--- config.mk ---
export PLATFORM = sky130hd
export DESIGN_NAME = cache_subsystem
export DESIGN_NICKNAME = d
export VERILOG_FILES = /design/src/cache_pkg.sv /design/src/mem_bus_if.sv /design/src/icache.sv /design/src/dcache.sv /design/src/mem_arbiter.sv /design/src/cache_subsystem.sv
export VERILOG_INCLUDE_DIRS = /design/src /design/src/src
export SDC_FILE = /design/constraint.sdc
export NUM_CORES = 2
export LEC_CHECK = 0
export ABC_AREA = 1
export BUFFER_PORTS_ARGS = -buffer_cell sky130_fd_sc_hd__clkbuf_2
export CAP_MARGIN = 20
export CORE_MARGIN = 4
export CORE_UTILIZATION = 50
export DETAILED_ROUTE_END_ITERATION = 10
export PLACE_DENSITY_LB_ADDON = 0.3
export SETUP_SLACK_MARGIN = 0.02
export SYNTH_ARGS = -nofsm -noshare
export SYNTH_HDL_FRONTEND = slang
export SYNTH_SLANG_ARGS = --single-unit
--- constraint.sdc ---
create_clock -name clk_i -period 5 [get_ports clk_i]
set_input_delay 1 -clock clk_i [delete_from_list [all_inputs] [get_ports clk_i]]
set_output_delay 1 -clock clk_i [all_outputs]
set_load 0.01 [all_outputs]
--- src/cache_macros.svh ---
/* sizes and fixed encodings for the L1 caches; CACHE_SETS must be a power of two
   and the uncached bit must lie inside the tag field */
`ifndef CACHE_MACROS_SVH
`define CACHE_MACROS_SVH

// ----------------------------------------------------------------------
// datapath widths
`define CACHE_ADDR_W 32
`define CACHE_DATA_W 32
`define CACHE_BE_W (`CACHE_DATA_W / 8)       // one enable per byte
`define CACHE_OFF_W $clog2(`CACHE_BE_W)      // byte offset inside a word

// ----------------------------------------------------------------------
// geometry and address map
`define CACHE_SETS 16                        // one word per line
`define CACHE_IDX_W $clog2(`CACHE_SETS)
`define CACHE_UNCACHED_BIT 31                // set = dcache bypass

// bus transaction ids
`define MEM_ID_ICACHE 1'b0
`define MEM_ID_DCACHE 1'b1

`endif

--- src/cache_pkg.sv ---
/* types shared by the cache RTL; index and tag split follows the widths in
   cache_macros.svh, the low address bits are the byte offset */
`include "cache_macros.svh"

package cache_pkg;

  // ----------------------------------------------------------------------
  // plain vectors
  typedef logic [`CACHE_ADDR_W-1:0] addr_t;    // byte address
  typedef logic [`CACHE_DATA_W-1:0] data_t;
  typedef logic [`CACHE_BE_W-1:0]   be_t;
  typedef logic [`CACHE_IDX_W-1:0]  idx_t;     // set index, bits 5:2
  typedef logic [`CACHE_ADDR_W-`CACHE_IDX_W-`CACHE_OFF_W-1:0] tag_t;
  typedef logic                     mem_id_t;  // which cache owns a bus transfer

  // ----------------------------------------------------------------------
  // state machines
  typedef enum logic [1:0] {
    IC_IDLE,
    IC_REFILL,  // read outstanding on the bus
    IC_FLUSH    // valid bits cleared this cycle
  } icache_state_e;

  typedef enum logic [2:0] {
    DC_IDLE,
    DC_MISS,      // line refill
    DC_WRITE,     // store goes through to memory
    DC_UNCACHED,  // load past the array
    DC_FLUSH
  } dcache_state_e;

  // address split
  function automatic idx_t addr_idx(addr_t a);
    return a[`CACHE_IDX_W+`CACHE_OFF_W-1:`CACHE_OFF_W];
  endfunction

  function automatic tag_t addr_tag(addr_t a);
    return a[`CACHE_ADDR_W-1:`CACHE_IDX_W+`CACHE_OFF_W];
  endfunction

endpackage

--- src/mem_bus_if.sv ---
/* one cache to arbiter link; request held stable until req_ready, rsp_valid is
   a one-cycle pulse per request and is never back-pressured */
interface mem_bus_if;
  import cache_pkg::*;

  // request channel, write data rides along
  logic  req_valid;
  logic  req_ready;
  logic  req_we;
  addr_t req_addr;   // word aligned
  data_t req_wdata;
  be_t   req_be;

  // response channel
  logic  rsp_valid;
  data_t rsp_rdata;  // undefined for writes

  modport client (
    output req_valid, req_we, req_addr, req_wdata, req_be,
    input  req_ready, rsp_valid, rsp_rdata
  );

  modport arbiter (
    input  req_valid, req_we, req_addr, req_wdata, req_be,
    output req_ready, rsp_valid, rsp_rdata
  );

endinterface

--- src/icache.sv ---
/* read-only direct-mapped icache, one fetch in flight; with en_i low every fetch
   reads the bus and the array is left alone */
`include "cache_macros.svh"

module icache (
  input  logic             clk_i,
  input  logic             reset_i,
  input  logic             en_i,
  input  logic             flush_i,
  input  logic             req_i,
  input  cache_pkg::addr_t addr_i,
  output logic             ready_o,
  output logic             rvalid_o,
  output cache_pkg::data_t rdata_o,
  output logic             miss_o,
  output logic             busy_o,
  mem_bus_if.client        bus
);
  import cache_pkg::*;

  icache_state_e state_q;
  logic          pend_q;     // request not yet taken by the arbiter
  logic          fill_q;     // write line on response
  logic          rvalid_q;
  logic          miss_q;
  addr_t         addr_q;
  data_t         rdata_q;

  logic [`CACHE_SETS-1:0] valid_q;
  tag_t                   tag_q  [`CACHE_SETS];
  data_t                  data_q [`CACHE_SETS];

  idx_t idx;
  logic hit;
  logic accept;

  assign idx     = addr_idx(addr_i);
  assign hit     = en_i & valid_q[idx] & (tag_q[idx] == addr_tag(addr_i));
  assign ready_o = (state_q == IC_IDLE) & ~flush_i;  // flush wins over a fetch
  assign accept  = req_i & ready_o;

  // ----------------------------------------------------------------------
  // control
  always_ff @(posedge clk_i) begin
    if (reset_i) begin
      state_q  <= IC_FLUSH;  // first cycle out of reset wipes the valid bits
      pend_q   <= 1'b0;
      fill_q   <= 1'b0;
      rvalid_q <= 1'b0;
      miss_q   <= 1'b0;
    end else begin
      rvalid_q <= 1'b0;
      miss_q   <= 1'b0;
      case (state_q)
        IC_IDLE: begin
          if (flush_i) begin
            state_q <= IC_FLUSH;
          end else if (accept && hit) begin
            rvalid_q <= 1'b1;
          end else if (accept) begin
            state_q <= IC_REFILL;
            pend_q  <= 1'b1;
            fill_q  <= en_i;
            miss_q  <= en_i;  // bypass reads are not counted
          end
        end
        IC_REFILL: begin
          if (pend_q && bus.req_ready) pend_q <= 1'b0;
          if (bus.rsp_valid) begin
            state_q  <= IC_IDLE;
            rvalid_q <= 1'b1;
          end
        end
        default: state_q <= IC_IDLE;  // IC_FLUSH lasts one cycle
      endcase
    end
  end

  // payload and arrays
  always_ff @(posedge clk_i) begin
    if (accept) addr_q <= addr_i & ~addr_t'(`CACHE_BE_W - 1);
    if (accept && hit) rdata_q <= data_q[idx];
    else if (state_q == IC_REFILL && bus.rsp_valid) rdata_q <= bus.rsp_rdata;
    if (state_q == IC_FLUSH) begin
      valid_q <= '0;
    end else if (state_q == IC_REFILL && bus.rsp_valid && fill_q) begin
      valid_q[addr_idx(addr_q)] <= 1'b1;
      tag_q[addr_idx(addr_q)]   <= addr_tag(addr_q);
      data_q[addr_idx(addr_q)]  <= bus.rsp_rdata;
    end
  end

  assign bus.req_valid = pend_q;
  assign bus.req_we    = 1'b0;   // fetches only read
  assign bus.req_addr  = addr_q;
  assign bus.req_wdata = '0;
  assign bus.req_be    = '1;
  assign rvalid_o      = rvalid_q;
  assign rdata_o       = rdata_q;
  assign miss_o        = miss_q;
  assign busy_o        = (state_q == IC_REFILL);

  // a fetch is answered only once its bus request has been taken
  a_rvalid_no_req : assert property (@(posedge clk_i) disable iff (reset_i)
    rvalid_o |-> !bus.req_valid)
    else $error("icache: rvalid_o together with a bus request");

endmodule

--- src/dcache.sv ---
/* write-through dcache without write-allocate, one access in flight; flush_i is
   held until flush_ack_o, uncached or disabled accesses never touch the arrays */
`include "cache_macros.svh"

module dcache (
  input  logic             clk_i,
  input  logic             reset_i,
  input  logic             en_i,
  input  logic             flush_i,
  output logic             flush_ack_o,
  input  logic             req_i,
  input  logic             we_i,
  input  cache_pkg::addr_t addr_i,
  input  cache_pkg::data_t wdata_i,
  input  cache_pkg::be_t   be_i,
  output logic             ready_o,
  output logic             rvalid_o,
  output cache_pkg::data_t rdata_o,
  output logic             miss_o,
  output logic             busy_o,
  mem_bus_if.client        bus
);
  import cache_pkg::*;

  dcache_state_e state_q;
  logic          pend_q;       // bus request waiting for ready
  logic          rvalid_q;
  logic          miss_q;
  logic          flush_ack_q;
  logic          we_q;
  addr_t         addr_q;
  data_t         wdata_q;
  be_t           be_q;
  data_t         rdata_q;

  logic [`CACHE_SETS-1:0] valid_q;
  tag_t                   tag_q  [`CACHE_SETS];
  data_t                  data_q [`CACHE_SETS];

  idx_t  idx;
  logic  cacheable;
  logic  hit;
  logic  flush_go;
  logic  accept;
  logic  rsp;
  data_t merged;   // hit line with the store bytes laid over it

  assign idx       = addr_idx(addr_i);
  assign cacheable = en_i & ~addr_i[`CACHE_UNCACHED_BIT];
  assign hit       = cacheable & valid_q[idx] & (tag_q[idx] == addr_tag(addr_i));
  assign flush_go  = flush_i & ~flush_ack_q;  // level still high in the ack cycle
  assign ready_o   = (state_q == DC_IDLE) & ~flush_go;
  assign accept    = req_i & ready_o;
  assign busy_o    = state_q inside {DC_MISS, DC_WRITE, DC_UNCACHED};
  assign rsp       = bus.rsp_valid & busy_o;

  always_comb begin
    merged = data_q[idx];
    for (int b = 0; b < `CACHE_BE_W; b++) begin
      if (be_i[b]) merged[8*b +: 8] = wdata_i[8*b +: 8];
    end
  end

  // ----------------------------------------------------------------------
  // control
  always_ff @(posedge clk_i) begin
    if (reset_i) begin
      state_q     <= DC_FLUSH;  // clears the valid bits, no ack without flush_i
      pend_q      <= 1'b0;
      rvalid_q    <= 1'b0;
      miss_q      <= 1'b0;
      flush_ack_q <= 1'b0;
    end else begin
      rvalid_q    <= 1'b0;
      miss_q      <= 1'b0;
      flush_ack_q <= 1'b0;
      case (state_q)
        DC_IDLE: begin
          if (flush_go) begin
            state_q <= DC_FLUSH;
          end else if (accept) begin
            if (we_i) begin
              state_q <= DC_WRITE;  // every store goes out
              pend_q  <= 1'b1;
            end else if (hit) begin
              rvalid_q <= 1'b1;
            end else if (cacheable) begin
              state_q <= DC_MISS;
              pend_q  <= 1'b1;
              miss_q  <= 1'b1;
            end else begin
              state_q <= DC_UNCACHED;
              pend_q  <= 1'b1;
            end
          end
        end
        DC_MISS, DC_WRITE, DC_UNCACHED: begin
          if (pend_q && bus.req_ready) pend_q <= 1'b0;
          if (bus.rsp_valid) begin
            state_q  <= DC_IDLE;
            rvalid_q <= 1'b1;
          end
        end
        default: begin  // DC_FLUSH
          state_q     <= DC_IDLE;
          flush_ack_q <= flush_i;
        end
      endcase
    end
  end

  // payload and arrays
  always_ff @(posedge clk_i) begin
    if (accept) begin
      addr_q  <= addr_i & ~addr_t'(`CACHE_BE_W - 1);
      we_q    <= we_i;
      wdata_q <= wdata_i;
      be_q    <= we_i ? be_i : '1;  // reads fetch the whole word
    end
    if (accept && !we_i && hit) rdata_q <= data_q[idx];
    else if (rsp) rdata_q <= bus.rsp_rdata;
    if (state_q == DC_FLUSH) begin
      valid_q <= '0;
    end else if (accept && we_i && hit) begin
      data_q[idx] <= merged;  // store hit updates the line at once
    end else if (state_q == DC_MISS && bus.rsp_valid) begin
      valid_q[addr_idx(addr_q)] <= 1'b1;
      tag_q[addr_idx(addr_q)]   <= addr_tag(addr_q);
      data_q[addr_idx(addr_q)]  <= bus.rsp_rdata;
    end
  end

  assign bus.req_valid = pend_q;
  assign bus.req_we    = we_q;
  assign bus.req_addr  = addr_q;
  assign bus.req_wdata = wdata_q;
  assign bus.req_be    = be_q;
  assign rvalid_o      = rvalid_q;
  assign rdata_o       = rdata_q;
  assign miss_o        = miss_q;
  assign flush_ack_o   = flush_ack_q;

  a_ack_pulse : assert property (@(posedge clk_i) disable iff (reset_i)
    flush_ack_o |=> !flush_ack_o)
    else $error("dcache: flush_ack_o held for two cycles");

endmodule

--- src/mem_arbiter.sv ---
/* two-client round-robin onto one memory port, zero added latency; the id of a
   response must be the id its request carried */
`include "cache_macros.svh"

module mem_arbiter (
  input  logic               clk_i,
  input  logic               reset_i,
  mem_bus_if.arbiter         ic,
  mem_bus_if.arbiter         dc,
  output logic               mem_req_valid_o,
  output cache_pkg::mem_id_t mem_req_id_o,
  output logic               mem_req_we_o,
  output cache_pkg::addr_t   mem_req_addr_o,
  output cache_pkg::data_t   mem_req_wdata_o,
  output cache_pkg::be_t     mem_req_be_o,
  input  logic               mem_req_ready_i,
  input  logic               mem_rsp_valid_i,
  input  cache_pkg::mem_id_t mem_rsp_id_i,
  input  cache_pkg::data_t   mem_rsp_rdata_i
);
  import cache_pkg::*;

  mem_id_t grant_q;  // last client put on the bus
  logic    lock_q;   // grant stalled by memory, keep it
  mem_id_t sel;

  // ----------------------------------------------------------------------
  // grant
  always_comb begin
    if (lock_q) sel = grant_q;
    else if (ic.req_valid && dc.req_valid) begin
      sel = (grant_q == `MEM_ID_ICACHE) ? `MEM_ID_DCACHE : `MEM_ID_ICACHE;  // alternate
    end else if (dc.req_valid) sel = `MEM_ID_DCACHE;
    else sel = `MEM_ID_ICACHE;
  end

  always_ff @(posedge clk_i) begin
    if (reset_i) begin
      grant_q <= `MEM_ID_DCACHE;  // icache goes first on a tie
      lock_q  <= 1'b0;
    end else begin
      lock_q <= mem_req_valid_o & ~mem_req_ready_i;
      if (mem_req_valid_o) grant_q <= sel;
    end
  end

  // request mux, straight from the selected client
  always_comb begin
    if (sel == `MEM_ID_DCACHE) begin
      mem_req_valid_o = dc.req_valid;
      mem_req_we_o    = dc.req_we;
      mem_req_addr_o  = dc.req_addr;
      mem_req_wdata_o = dc.req_wdata;
      mem_req_be_o    = dc.req_be;
    end else begin
      mem_req_valid_o = ic.req_valid;
      mem_req_we_o    = ic.req_we;
      mem_req_addr_o  = ic.req_addr;
      mem_req_wdata_o = ic.req_wdata;
      mem_req_be_o    = ic.req_be;
    end
  end

  assign mem_req_id_o = sel;
  assign ic.req_ready = mem_req_ready_i & (sel == `MEM_ID_ICACHE);
  assign dc.req_ready = mem_req_ready_i & (sel == `MEM_ID_DCACHE);

  // response demux by id, data goes to both
  assign ic.rsp_valid = mem_rsp_valid_i & (mem_rsp_id_i == `MEM_ID_ICACHE);
  assign dc.rsp_valid = mem_rsp_valid_i & (mem_rsp_id_i == `MEM_ID_DCACHE);
  assign ic.rsp_rdata = mem_rsp_rdata_i;
  assign dc.rsp_rdata = mem_rsp_rdata_i;

  a_one_ready : assert property (@(posedge clk_i) disable iff (reset_i)
    !(ic.req_ready && dc.req_ready))
    else $error("arbiter: ready given to both clients");

  a_stall_hold : assert property (@(posedge clk_i) disable iff (reset_i)
    mem_req_valid_o && !mem_req_ready_i |=> mem_req_valid_o && $stable(mem_req_id_o)
      && $stable(mem_req_we_o) && $stable(mem_req_addr_o)
      && $stable(mem_req_wdata_o) && $stable(mem_req_be_o))
    else $error("arbiter: request changed while stalled");

endmodule

--- src/cache_subsystem.sv ---
/* L1 subsystem, icache and dcache on one memory port; each cache has at most one
   bus transaction open and memory must echo the request id */
module cache_subsystem (
  input  logic               clk_i,
  input  logic               reset_i,
  input  logic               icache_en_i,
  input  logic               icache_flush_i,
  input  logic               dcache_en_i,
  input  logic               dcache_flush_i,
  output logic               icache_miss_o,
  output logic               dcache_miss_o,
  output logic               dcache_flush_ack_o,
  output logic               busy_o,
  // fetch port
  input  logic               if_req_i,
  input  cache_pkg::addr_t   if_addr_i,
  output logic               if_ready_o,
  output logic               if_rvalid_o,
  output cache_pkg::data_t   if_rdata_o,
  // load/store port
  input  logic               d_req_i,
  input  logic               d_we_i,
  input  cache_pkg::addr_t   d_addr_i,
  input  cache_pkg::data_t   d_wdata_i,
  input  cache_pkg::be_t     d_be_i,
  output logic               d_ready_o,
  output logic               d_rvalid_o,
  output cache_pkg::data_t   d_rdata_o,
  // memory port
  output logic               mem_req_valid_o,
  output cache_pkg::mem_id_t mem_req_id_o,
  output logic               mem_req_we_o,
  output cache_pkg::addr_t   mem_req_addr_o,
  output cache_pkg::data_t   mem_req_wdata_o,
  output cache_pkg::be_t     mem_req_be_o,
  input  logic               mem_req_ready_i,
  input  logic               mem_rsp_valid_i,
  input  cache_pkg::mem_id_t mem_rsp_id_i,
  input  cache_pkg::data_t   mem_rsp_rdata_i
);

  mem_bus_if ic_bus ();
  mem_bus_if dc_bus ();
  logic      ic_busy;
  logic      dc_busy;

  assign busy_o = ic_busy | dc_busy;  // any bus transfer open

  icache u_icache (.clk_i, .reset_i, .en_i(icache_en_i), .flush_i(icache_flush_i),
    .req_i(if_req_i), .addr_i(if_addr_i), .ready_o(if_ready_o), .rvalid_o(if_rvalid_o),
    .rdata_o(if_rdata_o), .miss_o(icache_miss_o), .busy_o(ic_busy), .bus(ic_bus));

  dcache u_dcache (.clk_i, .reset_i, .en_i(dcache_en_i), .flush_i(dcache_flush_i),
    .flush_ack_o(dcache_flush_ack_o), .req_i(d_req_i), .we_i(d_we_i), .addr_i(d_addr_i),
    .wdata_i(d_wdata_i), .be_i(d_be_i), .ready_o(d_ready_o), .rvalid_o(d_rvalid_o),
    .rdata_o(d_rdata_o), .miss_o(dcache_miss_o), .busy_o(dc_busy), .bus(dc_bus));

  mem_arbiter u_arbiter (.clk_i, .reset_i, .ic(ic_bus), .dc(dc_bus), .mem_req_valid_o,
    .mem_req_id_o, .mem_req_we_o, .mem_req_addr_o, .mem_req_wdata_o, .mem_req_be_o,
    .mem_req_ready_i, .mem_rsp_valid_i, .mem_rsp_id_i, .mem_rsp_rdata_i);

endmodule

== Yosys cells after proc, flatten, opt, wreduce, memory -nomap -nowiden ==
Memory sizes are Yosys's and may differ from the RTL's.
Index checks and enable logic that the tools add are counted.
Cells by class
  multiplexer cells: 72
  bitwise gates (word level): 32
  equality and inequality tests: 22
  magnitude comparators: 6
  reductions and logical operators: 32
Operators with widths (count)
  32-bit 2-to-1 mux: 7
  26-bit == test: 2
  1-bit 2-to-1 mux: 39
  8-bit 2-to-1 mux: 4
  16-bit OR: 2
  32-bit OR reduction: 1
  4-bit by 5-bit less-than comparator with 1-bit output (second input constant): 4
  1-bit AND: 16
  3-bit 2-to-1 mux: 5
  1-bit logical AND: 13
  1-bit inverter: 13
  2-bit by 1-bit != test with 1-bit output (second input constant): 6
  2-bit 2-to-1 mux: 5
  5-bit AND reduction: 2
  5-bit OR reduction: 2
  1-bit binary-select mux with 4-bit select: 2
  1-bit demux with 4-bit select: 2
  4-bit by 1-bit greater-or-equal comparator with 1-bit output (second input constant): 2
  4-bit 2-to-1 mux: 2
  1-bit case mux with 2 select lines: 4
  2-bit nonzero test: 4
  3-bit by 2-bit == test with 1-bit output (second input constant): 2
  2-bit != test (second input constant): 3
  3-bit != test (second input constant): 2
  19 further kinds: 20
Storage, ports and cells
  bits of input ports: 144
  RAM bits: 1856
  word-level logic and storage cells: 189
  register bits: 208
  memories kept: 4
  output and inout port bits: 143
Memory list
  u_dcache.data_q: words 16, width 32, read ports 1, clocked after memory_dff 0, write ports 1, line dcache.sv:38  | data_t data_q [`CACHE_SETS];
  u_icache.data_q: words 16, width 32, read ports 1, clocked after memory_dff 0, write ports 1, line icache.sv:31  | data_t data_q [`CACHE_SETS];
  u_dcache.tag_q: words 16, width 26, read ports 1, clocked after memory_dff 0, write ports 1, line dcache.sv:37  | tag_t tag_q [`CACHE_SETS];
  u_icache.tag_q: words 16, width 26, read ports 1, clocked after memory_dff 0, write ports 1, line icache.sv:30  | tag_t tag_q [`CACHE_SETS];

== Longest topological paths before layout ==
  depth in word-level cells: 12
  depth in mapped cells: 23
  gate-level depth less buffers: 20

== By module ==
From an unflattened synthesis, not the netlist that was laid out.
Unflattened totals
  cell total of the unflattened synthesis: 7299
  area total of the unflattened synthesis: 85425.7 um^2
Modules (own cells, without submodules)
  dcache: area each 42514.5 um^2, instances 1, sequential area each 31300.0 um^2, cells each 3502
  icache: area each 41389.7 um^2, instances 1, sequential area each 30168.9 um^2, cells each 3486
  mem_arbiter: area each 1510.2 um^2, instances 1, sequential area each 40.0 um^2, cells each 308
  cache_subsystem: area each 11.3 um^2, instances 1, sequential area each 0.0 um^2, cells each 3

== Worst setup path after synthesis ==
Ideal clock, no wire load.
  path kind: input port to flip-flop
  start point: in d_addr_i[3]
  end point: mem u_dcache.data_q[10][0] (netlist name) (enable)
  arrival: 4120 ps
  stages on the path: 18
  path slack: 459 ps
  required time: 4579 ps
  library setup time: 421 ps
  buffers on the path: 3
  cells stage by stage: buf_2 -> inv_2 -> buf_4 -> buf_4 -> o21ai_0 -> o211ai_1 -> nand3_1 -> nand3_1 -> nand2_1 -> nor2_1 -> nand3_1 -> nor2_4 -> nand2_1 -> nand2_1 -> inv_1 -> nor2_1 -> nand2_1 -> nor2_1
On the way
  word-level cells in the longest chain between the ends: 10
  elaborated cells on any way between the ends: 16
  those cells by class: eq/ne (1); mux (10); bitwise (2); reduce/logical (2); memory (1)
RTL lines
  from (decl): line cache_subsystem.sv:23  | input cache_pkg::addr_t d_addr_i,
  branches (longest 10 deep; another with memory 16 x 26 bit)
  to (decl): line dcache.sv:38
Several ways; the timed one is not identified. The select of a mux whose other input is x is not followed.

== Worst setup path after layout ==
  start point: reg u_arbiter.grant_q
  end point: out mem_req_be_o[0]
On the way
  word-level cells in the longest chain between the ends: 4
RTL lines
  from (decl): line mem_arbiter.sv:23  | mem_id_t grant_q;
  from (signal assigned): line mem_arbiter.sv:39  | grant_q <= `MEM_ID_DCACHE;
  from (signal assigned): line mem_arbiter.sv:43  | if (mem_req_valid_o) grant_q <= sel;
  1-bit 2-to-1 mux (no line)
  1-bit 2-to-1 mux: line mem_arbiter.sv:31  | else if (ic.req_valid && dc.req_valid) begin
  1-bit 2-to-1 mux *: line mem_arbiter.sv:30  | if (lock_q) sel = grant_q;
  4-bit 2-to-1 mux *: line mem_arbiter.sv:49  | if (sel == `MEM_ID_DCACHE) begin
  to (decl): line cache_subsystem.sv:35  | output cache_pkg::be_t mem_req_be_o,
Every way passes the cells marked *; elsewhere a longest branch is shown, timed or not.

==> impl_metrics.env <==
export IMPL_ys_flop_type="edfxtp_1"
export IMPL_cp_start_kind="flop"
export IMPL_count_of_flip_flops_with_a_built_in_enable_after_synthesis=2017
export IMPL_min_period_over_period_pct=80.54
export IMPL_num_rows=149
export IMPL_post_layout_minimum_cycle_time_ns=4.027
export IMPL_synth_cell_type_count=35
export IMPL_fin_ws_ns=0.9730
export IMPL_groute_usage_overall_pct=25.92
export IMPL_post_synth_instance_area_sq_um=83070
export IMPL_grt_most_used_layer="met2"
export IMPL_cts_setup_buffers=0
export IMPL_grt_use_met1_pct=35.37
export IMPL_yosys_area_top_type_share_pct=72.91
export IMPL_remaining_drc_errors=0
export IMPL_final_layout_size_suffix_gt1_share_pct=11.51
export IMPL_die_h_um=415.6
export IMPL_clock_transition_at_the_registers_of_the_reported_paths_ns=0.07
export IMPL_ys_warn_count=0
export IMPL_layout_skew_ns=0.03254
export IMPL_placedCellCount=8970
export IMPL_timing_setup_tns_ns=0
export IMPL_hold_viol_final=0
export IMPL_cts_buffers_inserted=197
export IMPL_antenna_found_initial=13
export IMPL_place_gp_congestion=0.8665
export IMPL_cap_viol_max_count=0
export IMPL_die_x_um=415.6
export IMPL_hold_ws_ns=0.3549
export IMPL_floorplan_initialDensity_pct=50.35
export IMPL_drt_first_iter_violations=7305
export IMPL_grt_first_pass_wirelength_um=335000
export IMPL_non_filler_cells_final=9339
export IMPL_finalSetupViolCount=0
export IMPL_rsz0062_at_grt="no"
export IMPL_synth_cells=6730
export IMPL_design_portCount=287
export IMPL_cts_tree="done"
export IMPL_numPortBuffers=280
export IMPL_routed_via_count=55190
export IMPL_hold_buffers=0
export IMPL_first_global_vias=51570
export IMPL_synthesized_area_fraction_occupied_by_ao_oa_aoi_and_oai_cells_pct=10.08
export IMPL_final_instance_area_sq_um=94320
export IMPL_cts_resized=0
export IMPL_critPathKind="reg2out"
export IMPL_routed_wirelength_um=230000
export IMPL_yosys_register_bits=2064
export IMPL_synth_mux_area_fraction_pct=0
export IMPL_root_buffer="clkbuf_16"
export IMPL_worst_slew_pin_transition_ns=1.089
export IMPL_largest_family_of_logic_cells_by_synthesized_area="simple AND/OR/NAND/NOR gates"
export IMPL_clock_fmax_ghz=0.2483
export IMPL_final_max_slew_violation_count=0
export IMPL_gr_total_overflow=0
export IMPL_clock_insertion_delay_worst_skew_ns=0.84
export IMPL_cellPowerDensity_nw_per_um2=382.8
export IMPL_seq_area_frac_synth_pct=74.05
export IMPL_async_reset_ff_share_pct=0
export IMPL_cts_sinks=2064
export IMPL_layout_area_overhead_vs_synth_pct=13.54
export IMPL_worst_endpoint_arrival_ns=3.03
export IMPL_irDropWorstVdd_mv=0.3805
export IMPL_most_numerous_cell_types_in_the_synthesized_netlist="edfxtp_1, nor2_1, nand2_1"
export IMPL_grt_use_met3_pct=3.927
export IMPL_ant_nets=0
export IMPL_synth_largest_area_cell="edfxtp_1"
export IMPL_drt_pass1_iter_count=8
export IMPL_wl_per_cell_um=24.63
export IMPL_fill_count=12970
export IMPL_ys_top_cells_by_area="edfxtp_1, o21ai_0, nor2_1, nand2_1, nand3_1"
export IMPL_detailedPlacementHpwl_um=129100
export IMPL_routed_via_density=5.910
export IMPL_number_of_nets_in_the_layout=7124
export IMPL_grt_met2_usage_pct=42.05
export IMPL_crit_fanout=36
export IMPL_grt_start_max_net_pins=221
export IMPL_synth_adder_area_share_pct=0
export IMPL_htree_levels=4
export IMPL_worstHoldPathType="in2reg"
export IMPL_most_instantiated_library_cell_after_synthesis="edfxtp_1"
export IMPL_maxSlewHeadroom_pct=27.23
export IMPL_die_area_sq_um=172700
export IMPL_xor_xnor_share_of_the_synthesized_area_pct=0.1054
export IMPL_pre_cts_ws_ns=0.2716
export IMPL_ctsLongestPathBuffers=3
export IMPL_core_footprint_sq_um=165000
export IMPL_post_dp_cell_area_sq_um=87890
export IMPL_worst_ep_required_time_ns=4.00
export IMPL_cp_end_kind="output port"
export IMPL_syn_avg_cell_area_sq_um=12.34
export IMPL_run_status="completed"
export IMPL_simple_gate_share_of_the_synthesized_area_pct=11.80
export IMPL_p_leak_nw=32.79
[registers in the layout, summed over array words and instances, names as in the netlist, 2 cells and up]
register                count
u_dcache.state_q            3
u_icache.bus.req_addr      30
u_dcache.bus.req_addr      30
u_icache.tag_q            416
u_dcache.bus.req_be         4
u_icache.data_q           512
u_dcache.data_q           512
u_dcache.bus.req_wdata     32
u_dcache.rdata_o           32
u_icache.valid_q           16
u_dcache.valid_q           16
u_dcache.tag_q            416
u_icache.state_q            2
u_icache.rdata_o           32
[routing by layer]
layer | wire length, um | up-vias
met5 | 46 | -
met4 | 9518 | 6
met3 | 20310 | 455
met2 | 111000 | 2766
met1 | 89120 | 27210
li1 | - | 24750
[metrics by stage]
step	power (mW)	utilization [%]
after floorplan	20.72	-
after global placement	21.58	53.27
after detailed placement	21.63	53.27
after CTS	36.22	57.15
after global routing	37.20	57.16
final	36.11	57.17
[critical path, stage by stage (launching register included)]
cell and delay [ns]:
dfxtp_1 0.32, inv_1 0.07, o211ai_1 0.21, o21ai_2 0.09, inv_2 0.61, buf_4 0.51, or2_2 0.21, clkbuf_2 0.13
[area by class of cell]
type	instances	area, sq um	share of cell area [%]
tap	2189	2739	2.904
multi-input combinational	3892	18670	19.79
sequential	2064	61510	65.22
clock inverter	113	1232	1.307
timing repair buffer	476	3620	3.838
inverter	349	1355	1.437
clock buffer	248	5174	5.485
antenna	8	20.02	0.02123
[layout by cell type (no fill, tap or decap), types with 40 or more instances in the layout]
master	instances
o211ai_1	152
nand2_1	895
edfxtp_1	2017
inv_1	335
buf_4	143
clkbuf_2	272
o22ai_1	83
o21ai_0	883
buf_12	56
nand3_1	382
clkbuf_16	199
nor2_1	1080
clkinv_1	45
a31oi_1	40
nor2_4	50
dfxtp_1	47
clkbuf_1	48
o21ai_1	64
o221ai_1	179
[where the power goes]
part	switching (mW)	total [mW]	internal, mW
sequential	0.0814	19.1	19.1
clock	6.37	14.8	8.44
combinational	1.57	2.16	0.595
total	8.02	36.1	28.1
[cell families after synthesis]
logic type / count (synthesis)
xor gates and xnor gates: 10
other: 1
DFF: 2064
AOI/OAI and AO/OA: 1431
and+or+nand+nor: 2449
buffers and inverters: 775
[path summary, 6_finish.rpt]
kind | cells after the start | from | endpoint | slack [ns]
max | 7 | u_arbiter.grant_q$_SDFFE_PP1N_ | mem_req_be_o[0] | 0.97
min | 1 | d_wdata_i[14] | u_dcache.bus.req_wdata[14]$_DFFE_PP_ | 0.35
max reg2reg | 19 | u_dcache.valid_q[13]$_SDFFE_PN0N_ | u_dcache.data_q[8][10]$_DFFE_PP_ | 1.51
min reg2reg | 2 | u_icache.valid_q[4]$_SDFFE_PN0P_ | u_icache.valid_q[4]$_SDFFE_PN0P_ | 0.46
No activity file was read; power rests on OpenSTA's default activity.
